<file path="src/include/cheat_config.svh">
`ifndef CHEAT_CONFIG_SVH
`define CHEAT_CONFIG_SVH

// ====================
// Code table
// ====================
`define CHEAT_SLOTS 4

// ====================
// ROM side
// ====================
`define ROM_ADDR_W 22
`define ROM_DATA_W 8

// Download record, four fields of four bytes, LSB first
`define CODE_BYTES 16
`define CODE_FIELD_W 32

`endif
</file>
<file path="src/hw/cheat_pkg.sv">
`default_nettype none

`include "cheat_config.svh"

package cheat_pkg;

	// ====================
	// Read path
	// ====================
	typedef struct packed {
		logic [`ROM_ADDR_W-1:0] addr;
		logic [`ROM_DATA_W-1:0] data; // Raw ROM byte
	} rd_req_t;

	typedef struct packed {
		logic [`ROM_DATA_W-1:0] data;
		logic                   patched;
	} rd_rsp_t;

	// ====================
	// Code download
	// ====================
	typedef struct packed {
		logic [$clog2(`CODE_BYTES)-1:0] pos; // Byte index in record
		logic [`ROM_DATA_W-1:0]         data;
	} code_byte_t;

	typedef struct packed {
		logic                   valid;
		logic                   cmp_en;
		logic [`ROM_ADDR_W-1:0] addr;
		logic [`ROM_DATA_W-1:0] cmp;
		logic [`ROM_DATA_W-1:0] repl;
	} slot_code_t;

	typedef struct packed {
		logic                   hit;
		logic [`ROM_DATA_W-1:0] repl;
	} slot_hit_t;

	typedef enum logic [1:0] {FIELD_FLAGS, FIELD_ADDR, FIELD_CMP, FIELD_REPL} field_sel_e;

	typedef enum logic [1:0] {TABLE_EMPTY, TABLE_FILLING, TABLE_FULL} table_state_e;

endpackage

`default_nettype wire

</file>
<file path="src/hw/cheat_engine_top.sv">
`timescale 1ns/100ps
`default_nettype none

`include "cheat_config.svh"

module cheat_engine_top (
	input  wire                        clk_sys,
	input  wire                        rst_n,
	input  wire                        clear,
	input  wire                        cheats_en,
	input  wire                        code_valid,
	input  wire cheat_pkg::code_byte_t code_byte,
	input  wire                        rd_req_valid,
	input  wire cheat_pkg::rd_req_t    rd_req,
	input  wire                        rd_rsp_ready,
	output wire                        codes_full,
	output wire                        rd_req_ready,
	output wire                        rd_rsp_valid,
	output wire cheat_pkg::rd_rsp_t    rd_rsp
);

	wire [`CHEAT_SLOTS-1:0]     slot_wr_en;
	wire cheat_pkg::slot_code_t slot_code;
	wire cheat_pkg::slot_hit_t  slot_hits [`CHEAT_SLOTS];
	wire                        advance;   // Shared pipeline enable

	// ====================
	// Code download
	// ====================
	cheat_code_loader u_loader (
		.clk_sys    (clk_sys),
		.rst_n      (rst_n),
		.clear      (clear),
		.code_valid (code_valid),
		.code_byte  (code_byte),
		.slot_wr_en (slot_wr_en),
		.slot_code  (slot_code),
		.codes_full (codes_full)
	);

	// ====================
	// Slot table
	// ====================
	for (genvar i = 0; i < `CHEAT_SLOTS; i++) begin : g_slot
		cheat_slot u_slot (
			.clk_sys (clk_sys),
			.rst_n   (rst_n),
			.clear   (clear),
			.wr_en   (slot_wr_en[i]),
			.wr_code (slot_code),
			.advance (advance),
			.req     (rd_req),
			.hit     (slot_hits[i])
		);
	end

	// ====================
	// Merge and output
	// ====================
	cheat_patch_merge u_merge (
		.clk_sys      (clk_sys),
		.rst_n        (rst_n),
		.cheats_en    (cheats_en),
		.rd_req_valid (rd_req_valid),
		.rd_req       (rd_req),
		.hits         (slot_hits),
		.rd_rsp_ready (rd_rsp_ready),
		.advance      (advance),
		.rd_req_ready (rd_req_ready),
		.rd_rsp_valid (rd_rsp_valid),
		.rd_rsp       (rd_rsp)
	);

endmodule

`default_nettype wire

</file>
<file path="src/hw/cheat_patch_merge.sv">
`timescale 1ns/100ps
`default_nettype none

`include "cheat_config.svh"

module cheat_patch_merge (
	input  wire                       clk_sys,
	input  wire                       rst_n,
	input  wire                       cheats_en,
	input  wire                       rd_req_valid,
	input  wire cheat_pkg::rd_req_t   rd_req,
	input  wire cheat_pkg::slot_hit_t hits [`CHEAT_SLOTS],
	input  wire                       rd_rsp_ready,
	output logic                      advance,
	output logic                      rd_req_ready,
	output logic                      rd_rsp_valid,
	output cheat_pkg::rd_rsp_t        rd_rsp
);

	logic                   s1_valid;
	logic [`ROM_DATA_W-1:0] s1_raw;   // Raw byte beside the slot hits
	logic                   out_free;
	logic                   sel_hit;
	logic [`ROM_DATA_W-1:0] sel_byte;
	logic                   patch;

	// ====================
	// Pipeline control
	// ====================
	assign out_free     = !rd_rsp_valid || rd_rsp_ready;
	assign advance      = out_free || !s1_valid; // Stage 1 free or moving on
	assign rd_req_ready = advance;

	always_ff @(posedge clk_sys) begin
		if (!rst_n) begin
			s1_valid <= 1'b0;
		end else if (advance) begin
			s1_valid <= rd_req_valid;
		end
	end

	always_ff @(posedge clk_sys) begin
		if (advance) begin
			s1_raw <= rd_req.data;
		end
	end

	// ====================
	// Hit priority
	// ====================

	// Walk downwards so the lowest slot is written last
	always_comb begin
		sel_hit  = 1'b0;
		sel_byte = s1_raw;
		for (int i = `CHEAT_SLOTS - 1; i >= 0; i--) begin
			if (hits[i].hit) begin
				sel_hit  = 1'b1;
				sel_byte = hits[i].repl;
			end
		end
	end

	assign patch = cheats_en && sel_hit; // Global bypass

	// ====================
	// Output register
	// ====================
	always_ff @(posedge clk_sys) begin
		if (!rst_n) begin
			rd_rsp_valid <= 1'b0;
		end else if (out_free) begin
			rd_rsp_valid <= s1_valid;
		end
	end

	always_ff @(posedge clk_sys) begin
		if (out_free && s1_valid) begin
			rd_rsp.data    <= patch ? sel_byte : s1_raw;
			rd_rsp.patched <= patch;
		end
	end

endmodule

`default_nettype wire

</file>
<file path="src/hw/cheat_slot.sv">
`timescale 1ns/100ps
`default_nettype none

`include "cheat_config.svh"

module cheat_slot (
	input  wire                        clk_sys,
	input  wire                        rst_n,
	input  wire                        clear,
	input  wire                        wr_en,
	input  wire cheat_pkg::slot_code_t wr_code,
	input  wire                        advance,
	input  wire cheat_pkg::rd_req_t    req,
	output cheat_pkg::slot_hit_t       hit
);

	logic                   code_valid;
	logic                   code_cmp_en;
	logic [`ROM_ADDR_W-1:0] code_addr;
	logic [`ROM_DATA_W-1:0] code_cmp;
	logic [`ROM_DATA_W-1:0] code_repl;
	logic                   addr_match;
	logic                   data_match;

	// ====================
	// Stored code
	// ====================
	always_ff @(posedge clk_sys) begin
		if (!rst_n || clear) begin
			code_valid <= 1'b0;
		end else if (wr_en) begin
			code_valid <= wr_code.valid;
		end
	end

	always_ff @(posedge clk_sys) begin
		if (wr_en) begin
			code_cmp_en <= wr_code.cmp_en;
			code_addr   <= wr_code.addr;
			code_cmp    <= wr_code.cmp;
			code_repl   <= wr_code.repl;
		end
	end

	// ====================
	// Match
	// ====================
	assign addr_match = (req.addr == code_addr);
	assign data_match = !code_cmp_en || (req.data == code_cmp); // Compare only if enabled

	// Result follows the request into stage 1
	always_ff @(posedge clk_sys) begin
		if (advance) begin
			hit.hit  <= code_valid && addr_match && data_match;
			hit.repl <= code_repl;
		end
	end

endmodule

`default_nettype wire

</file>
<file path="src/hw/cheat_code_loader.sv">
`timescale 1ns/100ps
`default_nettype none

`include "cheat_config.svh"

module cheat_code_loader (
	input  wire                          clk_sys,
	input  wire                          rst_n,
	input  wire                          clear,
	input  wire                          code_valid,
	input  wire cheat_pkg::code_byte_t   code_byte,
	output logic [`CHEAT_SLOTS-1:0]      slot_wr_en,
	output cheat_pkg::slot_code_t        slot_code,
	output logic                         codes_full
);

	localparam int PTR_W = $clog2(`CHEAT_SLOTS);
	localparam int POS_W = $clog2(`CODE_BYTES);

	cheat_pkg::field_sel_e    field_sel;
	cheat_pkg::table_state_e  state;
	logic [`CODE_FIELD_W-1:0] field_q [4];
	logic [PTR_W-1:0]         wr_ptr;  // Next free slot
	logic                     last_byte;
	logic                     byte_take;

	// ====================
	// Byte capture
	// ====================

	// Top two position bits pick the field
	always_comb begin
		case (code_byte.pos[POS_W-1:POS_W-2])
			2'd0: field_sel = cheat_pkg::FIELD_FLAGS;
			2'd1: field_sel = cheat_pkg::FIELD_ADDR;
			2'd2: field_sel = cheat_pkg::FIELD_CMP;
			default: field_sel = cheat_pkg::FIELD_REPL;
		endcase
	end

	assign byte_take = code_valid && !clear; // Clear has priority
	assign last_byte = byte_take && (code_byte.pos == POS_W'(`CODE_BYTES - 1));

	always_ff @(posedge clk_sys) begin
		if (byte_take) begin
			field_q[field_sel][code_byte.pos[1:0]*`ROM_DATA_W +: `ROM_DATA_W] <= code_byte.data;
		end
	end

	// ====================
	// Slot fill
	// ====================
	always_ff @(posedge clk_sys) begin
		if (!rst_n || clear) begin
			state      <= cheat_pkg::TABLE_EMPTY;
			wr_ptr     <= '0;
			slot_wr_en <= '0;
		end else begin
			slot_wr_en <= '0; // Single-cycle strobe
			if (last_byte && state != cheat_pkg::TABLE_FULL) begin
				slot_wr_en <= `CHEAT_SLOTS'(1) << wr_ptr;
				wr_ptr     <= wr_ptr + 1'b1;
				if (wr_ptr == PTR_W'(`CHEAT_SLOTS - 1)) begin
					state <= cheat_pkg::TABLE_FULL;
				end else begin
					state <= cheat_pkg::TABLE_FILLING;
				end
			end
		end
	end

	assign codes_full = (state == cheat_pkg::TABLE_FULL);

	// Fields still hold the finished record during the strobe cycle
	always_comb begin
		slot_code.valid  = 1'b1;
		slot_code.cmp_en = field_q[cheat_pkg::FIELD_FLAGS][0];      // Flag bit 0 only
		slot_code.addr   = field_q[cheat_pkg::FIELD_ADDR][`ROM_ADDR_W-1:0];
		slot_code.cmp    = field_q[cheat_pkg::FIELD_CMP][`ROM_DATA_W-1:0];
		slot_code.repl   = field_q[cheat_pkg::FIELD_REPL][`ROM_DATA_W-1:0];
	end

endmodule

`default_nettype wire

</file>
<file path="config.mk">
export PLATFORM = sky130hd
export DESIGN_NAME = cheat_engine_top
export DESIGN_NICKNAME = d
export VERILOG_FILES = /design/src/hw/cheat_pkg.sv /design/src/hw/cheat_engine_top.sv /design/src/hw/cheat_patch_merge.sv /design/src/hw/cheat_slot.sv /design/src/hw/cheat_code_loader.sv
export VERILOG_INCLUDE_DIRS = /design/src /design/src/include
export SDC_FILE = /design/constraint.sdc
export NUM_CORES = 1
export LEC_CHECK = 0
export BUFFER_PORTS_ARGS = -buffer_cell sky130_fd_sc_hd__buf_2
export CAP_MARGIN = 20
export CORE_ASPECT_RATIO = 1.1
export CORE_MARGIN = 4
export CORE_UTILIZATION = 30
export CTS_CLUSTER_DIAMETER = 60
export DETAILED_ROUTE_END_ITERATION = 8
export GPL_TIMING_DRIVEN = 0
export REMOVE_ABC_BUFFERS = 1
export SLEW_MARGIN = 30
export SYNTH_ARGS = -nofsm -noshare
export SYNTH_HDL_FRONTEND = slang
export SYNTH_HIERARCHICAL = 1
export SYNTH_SLANG_ARGS = --single-unit
export TNS_END_PERCENT = 100
</file>
<file path="constraint.sdc">
create_clock -name clk_sys -period 2.7 [get_ports clk_sys]
set_input_delay 0.54 -clock clk_sys [delete_from_list [all_inputs] [get_ports clk_sys]]
set_output_delay 0.54 -clock clk_sys [all_outputs]
set_load 0.005 [all_outputs]
</file>
==> results of run 1 <==
[registers in the layout (all words and copies together), names as in the netlist]
| name | count |
|---|---|
| u_loader/field_q | 39 |
| g_slot.u_slot/code_cmp | 32 |
| u_merge/rd_rsp | 9 |
| g_slot.u_slot/code_valid | 4 |
| g_slot.u_slot/hit | 36 |
| g_slot.u_slot/code_addr | 88 |
| g_slot.u_slot/code_cmp_en | 4 |
| u_loader/state | 2 |
| u_merge/rd_rsp_valid | 1 |
| u_loader/wr_ptr | 2 |
| u_merge/s1_valid | 1 |
| u_merge/s1_raw | 8 |
| g_slot.u_slot/code_repl | 32 |
| u_loader/slot_wr_en | 4 |
[metal layers]
| metal | track usage [%] | vias up | part of all wire [%] |
|---|---|---|---|
| met4 | 2.69 | 6 | 1.9 |
| met1 | 13.0 | 2336 | 42 |
| met2 | 17.1 | 111 | 49 |
| met3 | 2.65 | 33 | 6.0 |
| met5 | 0 | - | 0.24 |
| li1 | - | 2338 | - |
[report_power, final]
group / switching, uW / total, uW / internal (uW)
clock: 1490 / 3930 / 2440
sequential: 19.3 / 4450 / 4430
combinational: 146 / 257 / 111
[kinds of logic (layout without fill, tap and decap cells)]
kind of cell | Yosys count | after routing | share of synthesized area, %
DFF | 262 | 262 | 76.1
xor gates and xnor gates | 120 | 120 | 10.3
and+or+nand+nor | 118 | 118 | 7.23
AOI/OAI and AO/OA | 34 | 34 | 3.18
buffers and inverters | 16 | 121 | 0.911
muxes | 14 | 14 | 1.48
adders and majority gates | 6 | 6 | 0.739
other | 1 | 1 | 0.0369
[cell type report]
class,count,area [um2],share of cell area (%)
clock inverter,19,231,1.93
tap,432,541,4.52
inverter,7,26.3,0.220
clock buffer,33,741,6.19
sequential,262,7740,64.7
multi-input combinational,293,2350,19.6
timing repair buffer,62,332,2.77
[metrics by stage]
| step | total power [uW] | util (%) | cell area, um2 | setup WS (ps) |
|---|---|---|---|---|
| floorplan | 4660 | - | 10100 | 579 |
| global placement | 4790 | 32.8 | 10900 | -372 |
| global route | 8960 | 35.8 | 12000 | 48.6 |
| detailed placement | 4790 | 32.9 | 11000 | 310 |
| CTS | 8750 | 35.8 | 12000 | 166 |
| finish | 8640 | 35.8 | 12000 | 252 |
[layout by cell type (no fill, tap or decap), drive strengths merged, types with 2 or more instances in the layout]
master / instances
and2b: 3
o31ai: 9
nand2: 19
xnor2: 28
ha: 6
nor4: 22
buf: 62
nand4: 13
mux2: 8
and2: 17
dfxtp: 14
clkbuf: 33
bufinv: 5
a221oi: 8
nor2: 3
nand2b: 2
clkinvlp: 2
xor2: 92
and3: 9
edfxtp: 248
nor3b: 8
inv: 8
a21o: 8
clkinv: 11
nor3: 6
nor2b: 12
a2111oi: 4
mux2i: 6
[worst max path at each step]
stage / end / cells after the start / startpoint / slack, ps
2_1_floorplan: rd_req_ready / 2 / rd_rsp_ready / 580
3_3_place_gp: rd_req_ready / 4 / rd_rsp_ready / -370
3_5_place_dp: u_loader/field_q[2][7] / 5 / code_byte[8] / 310
4_1_cts: rd_req_ready / 3 / u_merge/rd_rsp_valid / 170
5_1_grt: rd_req_ready / 3 / u_merge/rd_rsp_valid / 50
6_report: rd_req_ready / 3 / u_merge/rd_rsp_valid / 250
[worst min-delay path: stages]
cell and delay [ps]:
buf_2 80, a21oi_1 30, nor2b_1 80
==> run summary, run 1 <==
Crit path max-delay family = simple AND/OR/NAND/NOR gates
Crit path cell chain = nor2b_1, nand2_4, buf_2
Setup_tns = 0 ps
Worst-path clk slew = 60 ps
Vias in the first global route = 4989
Buf/Inv on CP = 1
Largest net degree at the start of global routing = 46
Tot GR Track Use = 10.1%
Fin. max-slew vios = 0
Asr flop ratio synth = 0%
Hold endpoint = u_merge/s1_valid
Cts hold-fix bufs = 0
IO Port Bufs = 60
Synth Flop Type = edfxtp_1
Placed insts = 1055
Worst slew margin = 40.1%
Syn_area_per_cell = 17.8 um2
Leading area contributor after synthesis = edfxtp_1
Drt drc = 0
Max_cap viols = 0
Final net count = 709
Worst-margin pin slew = 897 ps
Crit-path max cell delay = 400 ps
Unrepaired setup endpoints after global routing = false
Total clock sinks = 262
Worst Hold Launch = rd_req_valid
Most instantiated cells after synthesis = 248 x edfxtp_1, 92 x xor2_1, 28 x xnor2_1, 22 x nor4_1, 19 x nand2_1
FF-to-FF setup slack = 630 ps
Vias/cell = 4.35
Syn. warnings = 6
Clock Tree Buf Depth = 3
Rows = 70
Sequential cell area fraction in the yosys report = 76.1%
CTS resizes = 0
Yosys reg bits = 262
# fillers = 3115
Share of cells above drive strength 1 = 21.0%
GPL Wtd Cong = 0.710
Leak pwr = 0.00446 uW
Initial DRT Pass Iterations = 6
PD cells = 722 nW/um2
Critical R2R Launch = g_slot[1].u_slot/hit[8]
Skew final = 14.2 ps
# setup viols final = 0
Core Box Area = 33400 um2
Fin crit share = 90.7%
Synth unique cells = 46
H-tree depth = 1
First DRT Iteration DRCs = 236
Final HPWL DP = 13100 um
Diode count = 0
Critical path fanouts, max = 45
Area Overhead vs Synth = 17.8%
Worst hold path cell count = 3
Via count = 4824
Status = completed
WHS = 249 ps
Cell area after synthesis = 10200 um2
Die Ht = 201 um
Final hold vios = 0
HP Class = primary input to register
Die ar. = 36900 um2
Setup Crit Path Kind = register to output port
Maximum vdd drop = 0.000446 V
Crit. End Element = output port
Fmax achieved = 0.408 GHz
CTS tree = done
DRT antenna net count = 0
FF-to-FF End = u_merge/rd_rsp[2]
Top cells by area, synth = edfxtp_1 73%, xor2_1 7.9%, dfxtp_1 2.8%
Die W = 183 um
Startpoint Class = register
Routed WL per cell = 17.0 um
Final Instance Count excl. Fillers = 1108
Initial antenna violation count = 3
Initial Util = 30.4%
Number of flops mapped to enable cells by yosys = 248
Tmin final = 2450 ps
Clk root buf = clkbuf_16
WP data arrival = 1910 ps
Most frequent cell after synthesis = edfxtp_1
Total gr overflow = 0
Worst Path Required = 2160 ps
I/O Pins = 61
Wirelength, routed = 18900 um
Top cell type's share of synthesized area = 73.3%
Later-pin clock latency in the skew report = 530 ps
Post-Syn Instances = 571
CP max-delay cell = nand2_4
Num CTS Buffers = 28
Setup Buffers After CTS = 0
FF-to-FF path depth = 3
First-pass GRT wire length = 29000 um
Note: power is estimated with default switching activity, not from simulation.
==> run 2, diff against run 1 <==
--- a/config.mk
+++ b/config.mk
@@ -13,7 +13,8 @@
 export CORE_UTILIZATION = 30
 export CTS_CLUSTER_DIAMETER = 60
 export DETAILED_ROUTE_END_ITERATION = 8
-export GPL_TIMING_DRIVEN = 0
+export GPL_TIMING_DRIVEN = 1
+export HOLD_SLACK_MARGIN = 0.06
 export REMOVE_ABC_BUFFERS = 1
 export SLEW_MARGIN = 30
 export SYNTH_ARGS = -nofsm -noshare
==> run 2 against run 1 <==
Net effect: combinational power barely moved; cell area fell by 0.31%; global-route usage rose by 0.63 points; maximum frequency is 23% higher; clock skew decreased by 7.5 ps; register-to-register slack better by 150 ps; critical path type unchanged; critical endpoint unchanged; highest routed layer unchanged.
==> run summary, run 2 (synthesis results as in run 1) <==
Max FFs per register = 88 (unchanged)
DRT antenna net count = 0 (unchanged)
Most frequent cells in the layout = 248 x edfxtp_1, 92 x xor2_1, 60 x buf_2, 29 x clkbuf_16, 28 x xnor2_1 (unchanged)
Most common cell after layout, fill and taps aside = edfxtp_1 (unchanged)
Placed insts = 1062 (was 1055)
Skew final = 6.67 ps (was 14.2 ps)
Area Overhead vs Synth = 17.4% (was 17.8%)
Status = completed (unchanged)
Final net count = 715 (was 709)
Worst-path clk slew = 60 ps (about the same)
Largest net degree at the start of global routing = 45 (was 46)
Vias in the first global route = 5072 (was 4989)
Total gr overflow = 0 (unchanged)
Die ar. = 36900 um2 (unchanged)
Die Ht = 201 um (unchanged)
CP max-delay cell = dfxtp_1 (was nand2_4)
Fin crit share = 73.9% (was 90.7%)
PD cells = 702 nW/um2 (was 722 nW/um2)
# setup viols final = 0 (unchanged)
Critical path fanouts, max = 4 (was 45)
HP Class = primary input to register (unchanged)
Initial antenna violation count = 3 (unchanged)
Buf/Inv on CP = 1 (unchanged)
Clock Tree Buf Depth = 3 (unchanged)
First DRT Iteration DRCs = 274 (was 236)
Drt drc = 0 (unchanged)
Unrepaired setup endpoints after global routing = false (unchanged)
Later-pin clock latency in the skew report = 520 ps (was 530 ps)
Worst slew margin = 40.0% (was 40.1%)
Setup_tns = 0 ps (unchanged)
Die W = 183 um (unchanged)
Share of cells above drive strength 1 = 21.3% (was 21.0%)
Initial Util = 30.4% (unchanged)
Max_cap viols = 0 (unchanged)
Storage cell area = 7730 um2 (was 7740 um2)
# fillers = 3122 (was 3115)
Total clock sinks = 262 (unchanged)
Initial DRT Pass Iterations = 4 (was 6)
Fmax achieved = 0.501 GHz (was 0.408 GHz)
Core Box Area = 33400 um2 (unchanged)
I/O Pins = 61 (unchanged)
CTS resizes = 0 (unchanged)
First-pass GRT wire length = 30900 um (was 29000 um)
Rows = 70 (unchanged)
Final Util = 35.7% (was 35.8%)
Multi-input gate area = 2340 um2 (was 2350 um2)
Final hold vios = 0 (unchanged)
IO Port Bufs = 60 (unchanged)
Via count = 4837 (was 4824)
Tot GR Track Use = 10.8% (was 10.1%)
WP data arrival = 1450 ps (was 1910 ps)
Top reg by flops = g_slot.u_slot/code_addr (unchanged)
Final Instance Count excl. Fillers = 1114 (was 1108)
Wirelength, routed = 20000 um (was 18900 um)
Tmin final = 1990 ps (was 2450 ps)
H-tree depth = 1 (unchanged)
Setup Buffers After CTS = 0 (unchanged)
CTS tree = done (unchanged)
Startpoint Class = register (unchanged)
Clk root buf = clkbuf_16 (unchanged)
Routed WL per cell = 17.9 um (was 17.0 um)
Fin. max-slew vios = 0 (unchanged)
Crit path cell chain = nor2b_1, nand2_2, buf_2 (was nor2b_1, nand2_4, buf_2)
GPL Wtd Cong = 0.743 (was 0.710)
Crit. End Element = output port (unchanged)
Num CTS Buffers = 28 (unchanged)
Crit-path max cell delay = 330 ps (was 400 ps)
Cts hold-fix bufs = 0 (unchanged)
Worst Path Required = 2160 ps (about the same)
Vias/cell = 4.34 (was 4.35)
Power, Total = 8370 uW (was 8640 uW)
Crit path max-delay family = simple AND/OR/NAND/NOR gates (unchanged)
Diode count = 0 (unchanged)
Worst-margin pin slew = 898 ps (was 897 ps)
Leak pwr = 0.00443 uW (was 0.00446 uW)
Maximum vdd drop = 0.000488 V (was 0.000446 V)
Final HPWL DP = 14000 um (was 13100 um)
Setup Crit Path Kind = register to output port (unchanged)
-- run 2: routing by layer --
layer / up-vias / global-route usage (%) / part of all wire (%)
li1: 2350 / - / -
met1: 2341 / 15.3 / 46
met2: 106 / 17.2 / 47
met3: 36 / 1.99 / 4.7
met4: 4 / 2.53 / 2.0
met5: - / 0 / 0.10
-- run 2: cell type report --
| class | count | share of cell area, % |
|---|---|---|
| clock inverters | 20 | 1.37 |
| multi-input cells | 293 | 19.6 |
| repair buffers | 68 | 3.23 |
| well taps | 432 | 4.53 |
| flip-flops and latches | 262 | 64.8 |
| clock buffers | 32 | 6.18 |
| inverters | 7 | 0.220 |
-- run 2: path summary, 6_finish.rpt --
kind | cells past startpoint | slack (ps) | start | to
setup / recovery | 3 | 710 | u_merge/rd_rsp_valid | rd_req_ready
hold / removal | 3 | 240 | rd_req_valid | u_merge/s1_valid
setup reg to reg | 4 | 780 | g_slot[1].u_slot/code_addr[5] | g_slot[1].u_slot/hit[8]
hold reg to reg | 0 | 420 | g_slot[2].u_slot/code_repl[2] | g_slot[2].u_slot/hit[2]
-- run 2: stage by stage --
| stage | hold slack, ps | instance area (um2) | worst slack, ps |
|---|---|---|---|
| final | 240 | 11900 | 705 |
| after CTS | 222 | 11900 | 637 |
| after detailed placement | 405 | 11000 | 450 |
| after floorplan | 400 | 10100 | 579 |
| after global routing | 265 | 11900 | 594 |
| after global placement | 405 | 11000 | 484 |
-- run 2: power by group --
part / internal, uW / switching, uW / total (uW)
sequential: 4430 / 18.8 / 4450
combinational: 112 / 149 / 260
clock: 2150 / 1510 / 3660
total: 6690 / 1680 / 8370
-- run 2: worst min-delay path, stage by stage --
cell	delay, ps
buf_2	70
a21oi_1	30
nor2b_1	80
